==> config.mk <==
export PLATFORM = sky130hd
export DESIGN_NAME = icache_top
export DESIGN_NICKNAME = d
export VERILOG_FILES = /design/src/hw/icache_cfg_pkg.sv /design/src/hw/icache_op_pkg.sv /design/src/hw/icache_req_decode.sv /design/src/hw/icache_tagv_array.sv /design/src/hw/icache_way_store.sv /design/src/hw/icache_main_fsm.sv /design/src/hw/icache_return_mux.sv /design/src/hw/icache_top.sv
export SDC_FILE = /design/constraint.sdc
export NUM_CORES = 2
export LEC_CHECK = 0
export CAP_MARGIN = 20
export CELL_PAD_IN_SITES_DETAIL_PLACEMENT = 1
export CELL_PAD_IN_SITES_GLOBAL_PLACEMENT = 1
export CORE_ASPECT_RATIO = 0.9
export CORE_MARGIN = 1
export CORE_UTILIZATION = 38
export DETAILED_ROUTE_END_ITERATION = 7
export DONT_BUFFER_PORTS = 1
export PLACE_DENSITY_LB_ADDON = 0.1
export SETUP_SLACK_MARGIN = 0.05
export SYNTH_ARGS = -nofsm -noshare
export SYNTH_HDL_FRONTEND = slang
export SYNTH_SLANG_ARGS = --single-unit
==> constraint.sdc <==
create_clock -name clk -period 4 [get_ports clk]
set_input_delay 0 -clock clk [delete_from_list [all_inputs] [get_ports clk]]
set_output_delay 0 -clock clk [all_outputs]
set_load 0.01 [all_outputs]
==> src/hw/icache_cfg_pkg.sv <==
`default_nettype none

package icache_cfg_pkg;

    //////////////////////////////////////////////////
    // cache geometry

    // defaults only, the top level passes its own values down
    localparam int INDEX_WIDTH  = 4;  // 16 sets
    localparam int OFFSET_WIDTH = 2;  // byte offset inside the word

    // one 32-bit word per line, so a set holds two words

    //////////////////////////////////////////////////
    // widths with a meaning

    typedef logic [31:0] word_t;  // instruction or data word
    typedef logic [31:0] addr_t;  // byte address from the pipeline

    // tag width is derived in each module from the two widths above

endpackage

`default_nettype wire

==> src/hw/icache_op_pkg.sv <==
`default_nettype none

package icache_op_pkg;

    //////////////////////////////////////////////////
    // pipeline side

    typedef struct packed {
        icache_cfg_pkg::addr_t addr;
        logic                  is_op;     // cache operation, not a fetch
        icache_cfg_pkg::word_t opcode;    // only looked at when is_op
        logic                  uncached;
    } fetch_req_t;

    typedef struct packed {
        logic flush;
        logic stall;  // bit 0
    } pipe_ctrl_t;

    typedef enum logic [2:0] {
        OP_NONE,
        OP_IDX_INIT,
        OP_IDX_INV,
        OP_HIT_INV,
        OP_IBAR
    } cacop_kind_e;

    //////////////////////////////////////////////////
    // control inside the cache

    typedef enum logic [2:0] {
        ST_IDLE,
        ST_LOOKUP,
        ST_MISS_WAIT,
        ST_OPERATION,
        ST_FLUSH
    } fsm_state_e;

    typedef struct packed {
        logic [1:0] inval;        // clear valid of these ways at the index
        logic       init_en;
        logic       init_way;
        logic       ibar;         // drop every line
        logic [1:0] fill_way_we;  // refill writes tag and sets valid
    } tagv_cmd_t;

endpackage

`default_nettype wire

==> src/hw/icache_req_decode.sv <==
`timescale 1ns/1ps
`default_nettype none

module icache_req_decode #(
    parameter int INDEX_WIDTH  = icache_cfg_pkg::INDEX_WIDTH,
    parameter int OFFSET_WIDTH = icache_cfg_pkg::OFFSET_WIDTH,
    localparam int TAG_WIDTH   = $bits(icache_cfg_pkg::addr_t) - INDEX_WIDTH - OFFSET_WIDTH
) (
    input  logic                       clk,
    input  logic                       rstn,
    input  logic                       capture,
    input  icache_op_pkg::fetch_req_t  req,
    output logic [TAG_WIDTH-1:0]       buf_tag,
    output logic [INDEX_WIDTH-1:0]     buf_index,
    output logic                       buf_way,
    output logic                       buf_uncached,
    output logic                       buf_is_op,
    output icache_op_pkg::cacop_kind_e buf_kind,
    output icache_cfg_pkg::addr_t      buf_addr
);
    import icache_op_pkg::*;

    cacop_kind_e kind_d;  // kind of the incoming opcode

    //////////////////////////////////////////////////
    // opcode decode

    always_comb begin
        if (req.opcode[31]) begin
            kind_d = OP_IBAR;  // barrier wins over the low field
        end else begin
            case (req.opcode[4:3])
                2'd0:    kind_d = OP_IDX_INIT;
                2'd1:    kind_d = OP_IDX_INV;
                2'd2:    kind_d = OP_HIT_INV;
                default: kind_d = OP_NONE;
            endcase
        end
    end

    //////////////////////////////////////////////////
    // request buffer

    // flags that steer the state machine
    always_ff @(posedge clk) begin
        if (!rstn) begin
            buf_is_op    <= 1'b0;
            buf_uncached <= 1'b0;
            buf_kind     <= OP_NONE;
        end else if (capture) begin
            buf_is_op    <= req.is_op;
            buf_uncached <= req.uncached;
            buf_kind     <= kind_d;
        end
    end

    always_ff @(posedge clk) begin
        if (capture) begin
            buf_addr <= req.addr;
        end
    end

    // address split, offset bits are dropped
    assign buf_tag   = buf_addr[INDEX_WIDTH+OFFSET_WIDTH +: TAG_WIDTH];
    assign buf_index = buf_addr[OFFSET_WIDTH +: INDEX_WIDTH];
    assign buf_way   = buf_addr[0];  // way select for index ops

endmodule

`default_nettype wire

==> src/hw/icache_tagv_array.sv <==
`timescale 1ns/1ps
`default_nettype none

module icache_tagv_array #(
    parameter int INDEX_WIDTH  = icache_cfg_pkg::INDEX_WIDTH,
    parameter int OFFSET_WIDTH = icache_cfg_pkg::OFFSET_WIDTH,
    localparam int TAG_WIDTH   = $bits(icache_cfg_pkg::addr_t) - INDEX_WIDTH - OFFSET_WIDTH
) (
    input  logic                     clk,
    input  logic                     rstn,
    input  logic [TAG_WIDTH-1:0]     tag,
    input  logic [INDEX_WIDTH-1:0]   index,
    input  icache_op_pkg::tagv_cmd_t cmd,
    output logic [1:0]               hit
);
    localparam int SETS = 1 << INDEX_WIDTH;

    typedef logic [TAG_WIDTH-1:0] tag_t;

    tag_t                 tags [2][SETS];
    logic [1:0][SETS-1:0] valid;       // per way, per set
    logic [1:0]           init_mask;   // way named by index init
    logic [1:0]           clear_mask;  // ways losing valid at the index

    assign init_mask  = cmd.init_en ? {cmd.init_way, ~cmd.init_way} : 2'b00;
    assign clear_mask = cmd.inval | init_mask;

    //////////////////////////////////////////////////
    // valid bits

    always_ff @(posedge clk) begin
        if (!rstn) begin
            valid <= '0;
        end else if (cmd.ibar) begin
            valid <= '0;  // barrier drops the whole cache
        end else begin
            for (int w = 0; w < 2; w++) begin
                if (cmd.fill_way_we[w]) begin
                    valid[w][index] <= 1'b1;
                end else if (clear_mask[w]) begin
                    valid[w][index] <= 1'b0;
                end
            end
        end
    end

    //////////////////////////////////////////////////
    // tags

    always_ff @(posedge clk) begin
        for (int w = 0; w < 2; w++) begin
            if (cmd.fill_way_we[w]) begin
                tags[w][index] <= tag;
            end else if (init_mask[w]) begin
                tags[w][index] <= '0;  // index init also wipes the tag
            end
        end
    end

    // compare against the buffered request, no register
    always_comb begin
        for (int w = 0; w < 2; w++) begin
            hit[w] = valid[w][index] && (tags[w][index] == tag);
        end
    end

endmodule

`default_nettype wire

==> src/hw/icache_way_store.sv <==
`timescale 1ns/1ps
`default_nettype none

module icache_way_store #(
    parameter int INDEX_WIDTH = icache_cfg_pkg::INDEX_WIDTH
) (
    input  logic                   clk,
    input  logic                   rstn,
    input  logic [INDEX_WIDTH-1:0] index,
    input  logic [1:0]             data_we,
    input  icache_cfg_pkg::word_t  wdata,
    input  logic                   lru_use0,
    input  logic                   lru_use1,
    output icache_cfg_pkg::word_t  way0_word,
    output icache_cfg_pkg::word_t  way1_word,
    output logic                   victim
);
    import icache_cfg_pkg::*;

    localparam int SETS = 1 << INDEX_WIDTH;

    word_t           data_mem [2][SETS];
    logic [SETS-1:0] lru;  // 1 means way 1 is the older one

    //////////////////////////////////////////////////
    // data ways

    always_ff @(posedge clk) begin
        for (int w = 0; w < 2; w++) begin
            if (data_we[w]) begin
                data_mem[w][index] <= wdata;
            end
        end
    end

    assign way0_word = data_mem[0][index];
    assign way1_word = data_mem[1][index];

    //////////////////////////////////////////////////
    // replacement

    always_ff @(posedge clk) begin
        if (!rstn) begin
            lru <= '0;
        end else if (lru_use0) begin
            lru[index] <= 1'b1;  // way 0 just used
        end else if (lru_use1) begin
            lru[index] <= 1'b0;
        end
    end

    assign victim = lru[index];

endmodule

`default_nettype wire

==> src/hw/icache_main_fsm.sv <==
`timescale 1ns/1ps
`default_nettype none

module icache_main_fsm (
    input  logic                       clk,
    input  logic                       rstn,
    input  logic                       req_valid,
    input  icache_op_pkg::pipe_ctrl_t  ctrl,
    input  logic [1:0]                 hit,
    input  logic                       uncached,
    input  logic                       is_op,
    input  icache_op_pkg::cacop_kind_e kind,
    input  logic                       way,
    input  logic                       victim,
    input  logic                       mem_data_ok,
    output logic                       ready,
    output logic                       capture,
    output logic                       mem_req,
    output logic                       op_ack,
    output icache_op_pkg::tagv_cmd_t   tagv_cmd,
    output logic [1:0]                 data_we,
    output logic                       lru_use0,
    output logic                       lru_use1,
    output logic                       choose_way,
    output logic                       return_refill,
    output logic                       resp_en
);
    import icache_op_pkg::*;

    fsm_state_e state_q;     // registered
    fsm_state_e state;       // what this cycle acts on
    fsm_state_e state_hold;  // next state when nothing is accepted
    fsm_state_e state_d;
    logic       rstn_q;
    logic       can_take;    // machine could take a request now
    logic       miss;
    logic [1:0] hit_way;     // one hot, way 0 first

    always_ff @(posedge clk) begin
        rstn_q <= rstn;  // keeps ready low for one cycle out of reset
    end

    always_ff @(posedge clk) begin
        if (!rstn) begin
            state_q <= ST_IDLE;
        end else begin
            state_q <= state_d;
        end
    end

    // an accepted request lands in lookup, the buffered flag makes it an op
    assign state   = (state_q == ST_LOOKUP && is_op) ? ST_OPERATION : state_q;
    assign miss    = ~|hit | uncached;  // uncached always goes out
    assign hit_way = hit[0] ? 2'b01 : {hit[1], 1'b0};

    assign ready   = can_take & ~ctrl.stall & rstn_q;
    assign capture = req_valid & ready;
    assign state_d = capture ? ST_LOOKUP : state_hold;

    //////////////////////////////////////////////////
    // outputs and next state

    always_comb begin
        state_hold    = state_q;
        can_take      = 1'b0;
        mem_req       = 1'b0;
        op_ack        = 1'b0;
        resp_en       = 1'b0;
        return_refill = 1'b0;
        choose_way    = hit_way[1];
        data_we       = 2'b00;
        lru_use0      = 1'b0;
        lru_use1      = 1'b0;
        tagv_cmd      = '0;
        case (state)
            ST_IDLE: begin
                can_take = 1'b1;
            end
            ST_LOOKUP: begin
                if (ctrl.flush) begin
                    state_hold = ST_FLUSH;  // drop it, nothing goes out
                end else if (miss) begin
                    mem_req        = 1'b1;
                    state_hold     = ST_MISS_WAIT;
                    tagv_cmd.inval = uncached ? hit_way : 2'b00;
                end else begin
                    can_take   = 1'b1;
                    resp_en    = 1'b1;
                    lru_use0   = hit_way[0];
                    lru_use1   = hit_way[1];
                    state_hold = ST_IDLE;
                end
            end
            ST_MISS_WAIT: begin
                mem_req = 1'b1;  // held through the data cycle
                if (mem_data_ok) begin
                    can_take      = 1'b1;
                    resp_en       = 1'b1;
                    return_refill = 1'b1;
                    state_hold    = ST_IDLE;
                    if (!uncached) begin
                        data_we              = victim ? 2'b10 : 2'b01;
                        tagv_cmd.fill_way_we = victim ? 2'b10 : 2'b01;
                        lru_use0             = ~victim;
                        lru_use1             = victim;
                    end
                end
            end
            ST_OPERATION: begin
                if (ctrl.flush) begin
                    state_hold = ST_FLUSH;
                end else begin
                    can_take   = 1'b1;
                    op_ack     = 1'b1;
                    state_hold = ST_IDLE;
                    case (kind)
                        OP_IDX_INIT: begin
                            tagv_cmd.init_en  = 1'b1;
                            tagv_cmd.init_way = way;
                        end
                        OP_IDX_INV: tagv_cmd.inval = way ? 2'b10 : 2'b01;
                        OP_HIT_INV: tagv_cmd.inval = hit_way;
                        OP_IBAR:    tagv_cmd.ibar  = 1'b1;
                        default:    ;  // reserved field, ack only
                    endcase
                end
            end
            ST_FLUSH: begin
                if (!ctrl.flush) begin
                    state_hold = ST_IDLE;
                end
            end
            default: begin
                state_hold = ST_IDLE;
            end
        endcase
    end

endmodule

`default_nettype wire

==> src/hw/icache_return_mux.sv <==
`timescale 1ns/1ps
`default_nettype none

module icache_return_mux (
    input  logic                  clk,
    input  logic                  rstn,
    input  logic                  resp_en,
    input  logic                  choose_way,
    input  logic                  return_refill,
    input  icache_cfg_pkg::word_t way0_word,
    input  icache_cfg_pkg::word_t way1_word,
    input  icache_cfg_pkg::word_t mem_rdata,
    output icache_cfg_pkg::word_t rdata,
    output logic                  rdata_valid
);
    import icache_cfg_pkg::*;

    word_t sel_word;
    word_t last_q;  // last word handed to the pipeline

    always_comb begin
        if (return_refill) begin
            sel_word = mem_rdata;  // bypass on refill and uncached
        end else if (choose_way) begin
            sel_word = way1_word;
        end else begin
            sel_word = way0_word;
        end
    end

    always_ff @(posedge clk) begin
        if (!rstn) begin
            last_q <= '0;
        end else if (resp_en) begin
            last_q <= sel_word;
        end
    end

    // the pipeline sees the old word until the next response
    assign rdata       = resp_en ? sel_word : last_q;
    assign rdata_valid = resp_en;

endmodule

`default_nettype wire

==> src/hw/icache_top.sv <==
`timescale 1ns/1ps
`default_nettype none

module icache_top #(
    parameter int INDEX_WIDTH  = icache_cfg_pkg::INDEX_WIDTH,
    parameter int OFFSET_WIDTH = icache_cfg_pkg::OFFSET_WIDTH
) (
    input  logic                      clk,
    input  logic                      rstn,
    input  logic                      req_valid,
    input  icache_op_pkg::fetch_req_t req,
    input  icache_op_pkg::pipe_ctrl_t ctrl,
    output logic                      ready,
    output logic                      rdata_valid,
    output icache_cfg_pkg::word_t     rdata,
    output logic                      op_ack,
    output logic                      mem_req,
    output icache_cfg_pkg::addr_t     mem_addr,
    input  logic                      mem_data_ok,
    input  icache_cfg_pkg::word_t     mem_rdata
);
    import icache_cfg_pkg::*;
    import icache_op_pkg::*;

    localparam int TAG_WIDTH = $bits(addr_t) - INDEX_WIDTH - OFFSET_WIDTH;

    //////////////////////////////////////////////////
    // internal nets

    logic [TAG_WIDTH-1:0]   buf_tag;
    logic [INDEX_WIDTH-1:0] buf_index;
    logic                   buf_way, buf_uncached, buf_is_op;
    cacop_kind_e            buf_kind;
    addr_t                  buf_addr;
    logic                   capture;
    logic [1:0]             hit;
    logic [1:0]             data_we;
    tagv_cmd_t              tagv_cmd;
    logic                   lru_use0, lru_use1, victim;
    logic                   choose_way, return_refill, resp_en;
    word_t                  way0_word, way1_word;

    assign mem_addr = buf_addr;  // stable while the miss waits

    icache_req_decode #(.INDEX_WIDTH(INDEX_WIDTH), .OFFSET_WIDTH(OFFSET_WIDTH)) u_decode (
        .clk, .rstn, .capture, .req, .buf_tag, .buf_index, .buf_way,
        .buf_uncached, .buf_is_op, .buf_kind, .buf_addr
    );

    icache_tagv_array #(.INDEX_WIDTH(INDEX_WIDTH), .OFFSET_WIDTH(OFFSET_WIDTH)) u_tagv (
        .clk, .rstn, .tag(buf_tag), .index(buf_index), .cmd(tagv_cmd), .hit
    );

    icache_way_store #(.INDEX_WIDTH(INDEX_WIDTH)) u_ways (
        .clk, .rstn, .index(buf_index), .data_we, .wdata(mem_rdata),
        .lru_use0, .lru_use1, .way0_word, .way1_word, .victim
    );

    icache_main_fsm u_fsm (
        .clk, .rstn, .req_valid, .ctrl, .hit, .uncached(buf_uncached),
        .is_op(buf_is_op), .kind(buf_kind), .way(buf_way), .victim, .mem_data_ok,
        .ready, .capture, .mem_req, .op_ack, .tagv_cmd, .data_we,
        .lru_use0, .lru_use1, .choose_way, .return_refill, .resp_en
    );

    icache_return_mux u_ret (
        .clk, .rstn, .resp_en, .choose_way, .return_refill,
        .way0_word, .way1_word, .mem_rdata, .rdata, .rdata_valid
    );

endmodule

`default_nettype wire

# ---- Word level (Yosys, flattened, before mapping)
# Memory sizes are Yosys's and may differ from the RTL's.
# Cells that the tools add are included.
dict set report totals {
  mem_bits_rw 1856
  mem_count 2
  input_bits 104
  reg_bits 121
}
dict set report op_classes {
  bitwise 850
  n_mux 930
  n_reduce_logical 18
  n_lt_le_gt_ge 4
  n_eq_ne 18
}
# name words width read_ports rd_ports_with_merged_regs write_ports line_no
set mem_list {}
lappend mem_list {u_ways.data_mem 2 512 2 0 1 icache_way_store.sv:22} ;# word_t data_mem [2][SETS];
lappend mem_list {u_tagv.tags 2 416 2 0 1 icache_tagv_array.sv:20} ;# tag_t tags [2][SETS];
# cell n
set ops {}
lappend ops {{2-to-1 mux 416 bit} 6}
lappend ops {{2-to-1 mux 512 bit} 4}
lappend ops {{2-to-1 mux 1 bit} 862}
lappend ops {{bitwise OR 1 bit} 833}
lappend ops {{OR reduction 512 bit} 1}
lappend ops {{OR reduction 416 bit} 1}
lappend ops {{binary-select mux 32 bit (select 4 bit)} 2}
lappend ops {{2-to-1 mux 32 bit} 8}
lappend ops {{binary-select mux 26 bit (select 4 bit)} 2}
lappend ops {{2-to-1 mux 26 bit} 5}
lappend ops {{demux 32 bit (select 4 bit)} 1}
lappend ops {{demux 26 bit (select 4 bit)} 1}
lappend ops {{2-to-1 mux 16 bit} 6}
lappend ops {{equality test 26 bit} 2}
lappend ops {{AND 16 bit} 3}
lappend ops {{bitwise OR 16 bit} 3}
lappend ops {{2-to-1 mux 2 bit} 12}
lappend ops {{2-to-1 mux 3 bit} 7}
lappend ops {{NOT 16 bit} 1}
lappend ops {{one-hot mux 3 bit (5 select lines)} 1}
lappend ops {{binary-select mux 1 bit (select 4 bit)} 3}
lappend ops {{equality test 3 x 2 -> 1 bit (second input constant)} 4}
lappend ops {{equality test 3 x 1 -> 1 bit (second input constant)} 3}
lappend ops {{one-hot mux 1 bit (2 select lines)} 4}
lappend ops {{26 further kinds} 45}

# ---- Longest topological paths before layout
dict set report logic_depth {
  depth_word 18
  ltp_mapped 18
  ltp_nobuf 11
}

# ---- By module
# Synthesis repeated with hierarchy kept, for this count alone.
dict set report unflattened {
  cells_unflattened 5805
  hier_area_um2 82710.6
}
# mod cells_per_inst instances area_per_inst_um2 seq_area_each_um2
set by_module_without_submodules {}
lappend by_module_without_submodules {icache_way_store 1703 1 39245.1 31069.8}
lappend by_module_without_submodules {icache_tagv_array 3731 1 39077.5 21460.6}
lappend by_module_without_submodules {icache_return_mux 233 1 2534.9 640.6}
lappend by_module_without_submodules {icache_req_decode 87 1 1458.9 1061.0}
lappend by_module_without_submodules {icache_main_fsm 51 1 394.1 80.1}

# ---- Worst setup path before layout
# No wires, ideal clock.
dict set report synth_timing {
  path_kind {register to register}
  start {register u_decode.buf_addr[3]}
  end {memory u_tagv.tags[0][0] (netlist name), enable pin}
  synth_period_minus_slack_ns 4.413
  stages_incl_launch_ff 16
  arrival_ns 4.004
  setup_slack_ns -0.413
  n_path_buf 9
  setup_ns 0.409
  cell_sequence {edfxtp_1 buf_6 buf_8 buf_8 buf_8 buf_8 buf_6 buf_2 mux4_2 mux4_2 inv_1 nand2_1 and2_1 clkbuf_1 clkbuf_1 nor2_1}
}
dict set report synth_between {
  elab_chain_len 11
  word_cells_on_any_way 440
  classes_between {order compare (2); mux (18); bitwise (418); reduce/logical (2)}
}
# item line_no
set synth_rtl {}
lappend synth_rtl {{start: declaration} icache_req_decode.sv:19} ;# output icache_cfg_pkg::addr_t buf_addr
lappend synth_rtl {{start signal: assignment} icache_req_decode.sv:59} ;# buf_addr <= req.addr;
lappend synth_rtl {{binary-select mux 1 bit (select 4 bit)} icache_way_store.sv:52} ;# assign victim = lru[index];
lappend synth_rtl {{2-to-1 mux 1 bit (implied by the code)} icache_way_store.sv:52}
lappend synth_rtl {{2-to-1 mux 2 bit} icache_main_fsm.sv:103} ;# tagv_cmd.fill_way_we = victim ? 2'b10 : 2'b01;
lappend synth_rtl {{2-to-1 mux 2 bit} icache_main_fsm.sv:101} ;# if (!uncached) begin
lappend synth_rtl {{2-to-1 mux 2 bit} icache_main_fsm.sv:96} ;# if (mem_data_ok) begin
lappend synth_rtl {{2-to-1 mux 2 bit} icache_main_fsm.sv:75} ;# case (state)
lappend synth_rtl {{2-to-1 mux 1 bit} icache_tagv_array.sv:52} ;# if (cmd.fill_way_we[w]) begin
lappend synth_rtl {{2-to-1 mux 416 bit, on equally long branches} {icache_tagv_array.sv:53, icache_tagv_array.sv:55}}
lappend synth_rtl {{bitwise OR 1 bit (no source line)} --}
lappend synth_rtl {{OR reduction 416 bit (no source line)} --}
lappend synth_rtl {{2-to-1 mux 1 bit (no source line) / 2-to-1 mux 416 bit (equally long branches)} --}
lappend synth_rtl {{end: declaration} icache_tagv_array.sv:20}
# Parallel ways exist; a longest one is shown, timed or not. The select of a mux whose other input is x is not followed.

# ---- Worst setup path after layout
dict set report layout_timing {
  start {register u_decode.buf_addr[3]}
  end {output rdata[18]}
}
dict set report layout_between {
  elab_chain_len 13
  word_cells_on_any_way 31
  classes_between {eq/ne (2); mux (23); bitwise (2); reduce/logical (4)}
}
# item line_no
set layout_rtl {}
lappend layout_rtl {{NOT 4 -> 5 bit (implied by the code)} {icache_tagv_array.sv:63, icache_way_store.sv:36, icache_way_store.sv:37}}
lappend layout_rtl {{binary-select mux 26 bit (select 4 bit)} icache_tagv_array.sv:63} ;# hit[w] = valid[w][index] && (tags[w][index] == tag);
lappend layout_rtl {{2-to-1 mux 26 bit (implied by the code) (2 in series)} icache_tagv_array.sv:63}
lappend layout_rtl {{equality test 26 bit} icache_tagv_array.sv:63}
lappend layout_rtl {{logical AND 1 bit} icache_tagv_array.sv:63}
lappend layout_rtl {{OR reduction 2 bit} icache_main_fsm.sv:53} ;# assign miss = ~|hit | uncached;
lappend layout_rtl {{logical NOT 1 bit} icache_main_fsm.sv:53}
lappend layout_rtl {{bitwise OR 1 bit} icache_main_fsm.sv:53}
lappend layout_rtl {{2-to-1 mux 1 bit} icache_main_fsm.sv:82} ;# end else if (miss) begin
lappend layout_rtl {{2-to-1 mux 1 bit} icache_main_fsm.sv:80} ;# if (ctrl.flush) begin
lappend layout_rtl {{one-hot mux 1 bit (2 select lines)} icache_main_fsm.sv:75}
lappend layout_rtl {{2-to-1 mux 32 bit *} icache_return_mux.sv:40} ;# assign rdata = resp_en ? sel_word : last_q;
lappend layout_rtl {{end: declaration} icache_top.sv:15} ;# output icache_cfg_pkg::word_t rdata,
# Mark *: on every way between the ends. The rest lies on a longest branch, timed or not. The select of a mux whose other input is x is not followed.

==> results.ini <==
[setup_path]
crit_required_ns=4.00
critical_path.max_stage_delay_ns=0.57
path_class=flip-flop to primary output
crit_path_cell_trace=buf_6 -> buf_12 -> buf_4 -> mux4_2 -> nor3b_2 -> nor3_2 -> nor4_4 -> buf_4 -> a41oi_2 -> or4_4 -> nor4_4 -> buf_4 -> o21ai_4 -> buf_12 -> clkbuf_16 -> a32oi_4 -> nand2_2
arrival_ns=5.12
path_common_cell=buf_4
startpoint_type=flip-flop
reg2reg_depth=18
cp-end-kind=primary output
path_max_fanout=8
cpMaxStageDelayCell=or4_4

[cts]
cts_buffer_depth=3
cts.reportedPaths.clkPinSlew_ns=0.07
cts_tree=built
h-tree-depth=4
cts_made_buffers=211
cts-root-buf=clkbuf_16
clock-sinks=1977
clk_latency_ns=0.88

[pwr]
pwr-share-comb_pct=4.1
switchingPower_w=0.009668
p_per_area_nw_per_um2=427.3
power_frac_seq_pct=50.0
p_int_w=0.03435
switching_share_pct=21.97
p_leak_nw=34.75
ir_drop_mv=0.3550
pwr-share-clk_pct=45.9
p_total_w=0.04401

[logic_synthesis]
ys_types=89
netlist_instances=5822
synth_area_leaders=edfxtp_1, mux4_2, dfxtp_1
yosysWarnings=0
yosysTopAreaCellShare_pct=53.72
synth_flop_cell=edfxtp_1
synth_area_um2=82290
syn-num-nets=5926
yosys.area.top_type=edfxtp_1
synth-seq-area-share_pct=66.00
synth-edff-count=1472
yosysMostFrequentCell=edfxtp_1
ys_seq_elements=1977
synthTopCellsByCount=edfxtp_1, nand2_1, a21oi_1, dfxtp_1, mux4_2
avgSynthCellArea_um2=14.13
async_flop_share_pct=0

[hold_path]
hold_depth=1
hp-class=primary input to flip-flop

[sta]
fin_skew_ns=0.08053
hold_ws_ns=0.04071
drv_slew=0
relSlewSlack_pct=13.95
min_period_ns=5.122
setup_ws_ns=-1.122
fmax_ghz=0.1952
finalSetupViolations=136
period_share_pct=128.1
final-hold-violation-count=0
tightest_slew_ns=1.291
grt_setup_unrepaired=yes

[run_status]
status=complete, but fails checks
violations=negative setup slack

[finish]
nets=6558
regArea_um2=54310
drive_above_1_share_pct=28.08
multiInputGateArea_um2=27450
final_core_util_pct=48.02
n_fill_cell=20920
area_growth_pct=25.19

[die]
die_x_um=492.5
design.core.area_um2=214500
std_cell_rows=161
start_util_pct=38.35
die_area_um2=218400
io_pins=172
die_h_um=443.5

[detailed_routing]
highest_layer=met4
wl_met2_um=139100
wl_um=303700
vias_per_cell=5.763
drt_iter0_markers=5402
detail_route.first_pass.iterations=5
drtAntennaViolNets=0
drc=0
wl_per_cell_um=31.98
vias=54720
wl_met1_um=138800
wl_met3_um=18380

[flow_run]
max_cap_viol_count=0

[placed_design]
dpl.hpwl_um=183900
gp_congestion=0.8655
port_buffers=0

[grt]
grt_pass1_vias=55190
overflow=0
antenna_found_initial=5
grt_pass1_wl_um=424100
track_usage_pct=27.21
grt_max_degree=87

==> cell usage in the layout, fill, tap and decap left out, types with 13 or more instances in the layout <==
cell type / netlist / layout
bufinv_16: 0 / 21
nor2_4: 0 / 18
o22ai_1: 40 / 34
mux4_2: 453 / 454
dlygate4sd3_1: 0 / 134
inv_2: 1 / 13
clkbuf_16: 0 / 230
nor2b_1: 251 / 248
mux2i_1: 189 / 168
mux2_2: 48 / 46
a21oi_2: 0 / 19
xnor2_1: 34 / 28
clkinvlp_4: 0 / 15
nand2_2: 0 / 30
nor2_2: 1 / 33
dfxtp_1: 505 / 505
buf_4: 19 / 458
nand2_1: 1093 / 1060
nor3_1: 26 / 23
inv_1: 40 / 23
o21ai_2: 1 / 26
edfxtp_1: 1472 / 1472
nor2_1: 278 / 228
clkinv_1: 23 / 39
clkbuf_8: 0 / 18
a22oi_1: 51 / 47
clkinv_2: 0 / 52
o21ai_0: 52 / 22
buf_6: 26 / 28
xor2_1: 13 / 13
buf_16: 0 / 20
clkbuf_1: 278 / 46
a32oi_4: 0 / 30
nand3_1: 38 / 34
a31oi_1: 26 / 15
buf_12: 0 / 200
a21oi_1: 509 / 488
==> what timing repair did <==
action	CTS	global route
endpoints found under the hold margin	1145	20
hold buffers	147	8
setup buffers	34	41
cloned	12	11
pin swaps	69	98
setup endpoints to repair	154	154
resized for setup	134	227
==> layer usage <==
metal	up-vias	global-route usage (%)
met2	1857	42.12
met5	-	0
met4	0	6.649
li1	23000	-
met3	349	3.814
met1	29510	40.28
==> final cells by class <==
type,instances,area share [%]
antenna,7,0.01700
clock buffer,279,5.631
clock inverter,117,1.297
inverter,64,0.2854
multi-input combinational,3333,26.65
sequential,1977,52.73
tap,2852,3.464
timing repair buffer,867,9.931
==> power groups by stage <==
stage                     clock (W)  sequential [W]  combinational (W)
final                        0.0202          0.0220            0.00179
after global routing         0.0213          0.0220            0.00187
after floorplan                   0          0.0224           0.000722
after detailed placement          0          0.0225            0.00127
after global placement            0          0.0225            0.00127
after CTS                    0.0206          0.0220            0.00168
==> metrics by stage <==
stage               TNS [ns]  instance area, um2  worst slack [ns]  instances
floorplan             -62.85               82370           -0.2057       5822
global placement     -105.31               90750           -0.8708       8828
detailed placement   -110.25               90750           -0.8481       8828
CTS                   -63.26              100900            -1.085       9417
global route          -78.59              103000            -1.218       9489
finish                -68.07              103000            -1.122       9496
==> sequential cells by signal, indices dropped and copies added, names as in the netlist, named ones only <==
signal and count:
u_ways.data_mem 1024, u_tagv.tags 832, u_decode.buf_addr 32, u_ret.last_q 32, u_decode.buf_kind 3, u_fsm.state_q 3, u_decode.buf_is_op 1, u_decode.buf_uncached 1
u_fsm.rstn_q 1
==> logic make-up (layout without fill, tap and decap cells) <==
logic type,count (synthesis),after routing,share of synthesized area [%]
other,0,7,0
multiplexers,692,692,15.42
AND/OR/NAND/NOR,1776,1776,9.350
XOR/XNOR,47,47,0.5003
buffers and inverters,512,1327,2.843
flip-flops,1977,1977,66.00
AO/OA/AOI/OAI,818,818,5.883
==> worst max-delay path: cells and delay by family, from the launching register on <==
kind / cells / cell delay [ns]
DFF: 1 / 0.42
and+or+nand+nor: 6 / 1.79
muxes: 1 / 0.33
AOI/OAI and AO/OA: 3 / 0.37
buffers and inverters: 7 / 1.33
==> path summary, 6_finish.rpt <==
kind	slack, ns	startpoint	endpoint
worst max register to register	-0.52	u_decode.buf_addr[3]	u_decode.buf_kind[2]
worst min register to register	0.45	u_tagv.tags[1][198]	u_tagv.tags[1][198]
worst min-delay path	0.04	mem_rdata[28]	u_ways.data_mem[0][412]
worst max-delay path	-1.12	u_decode.buf_addr[3]	rdata[18]
No activity file was read; power rests on OpenSTA's default activity.
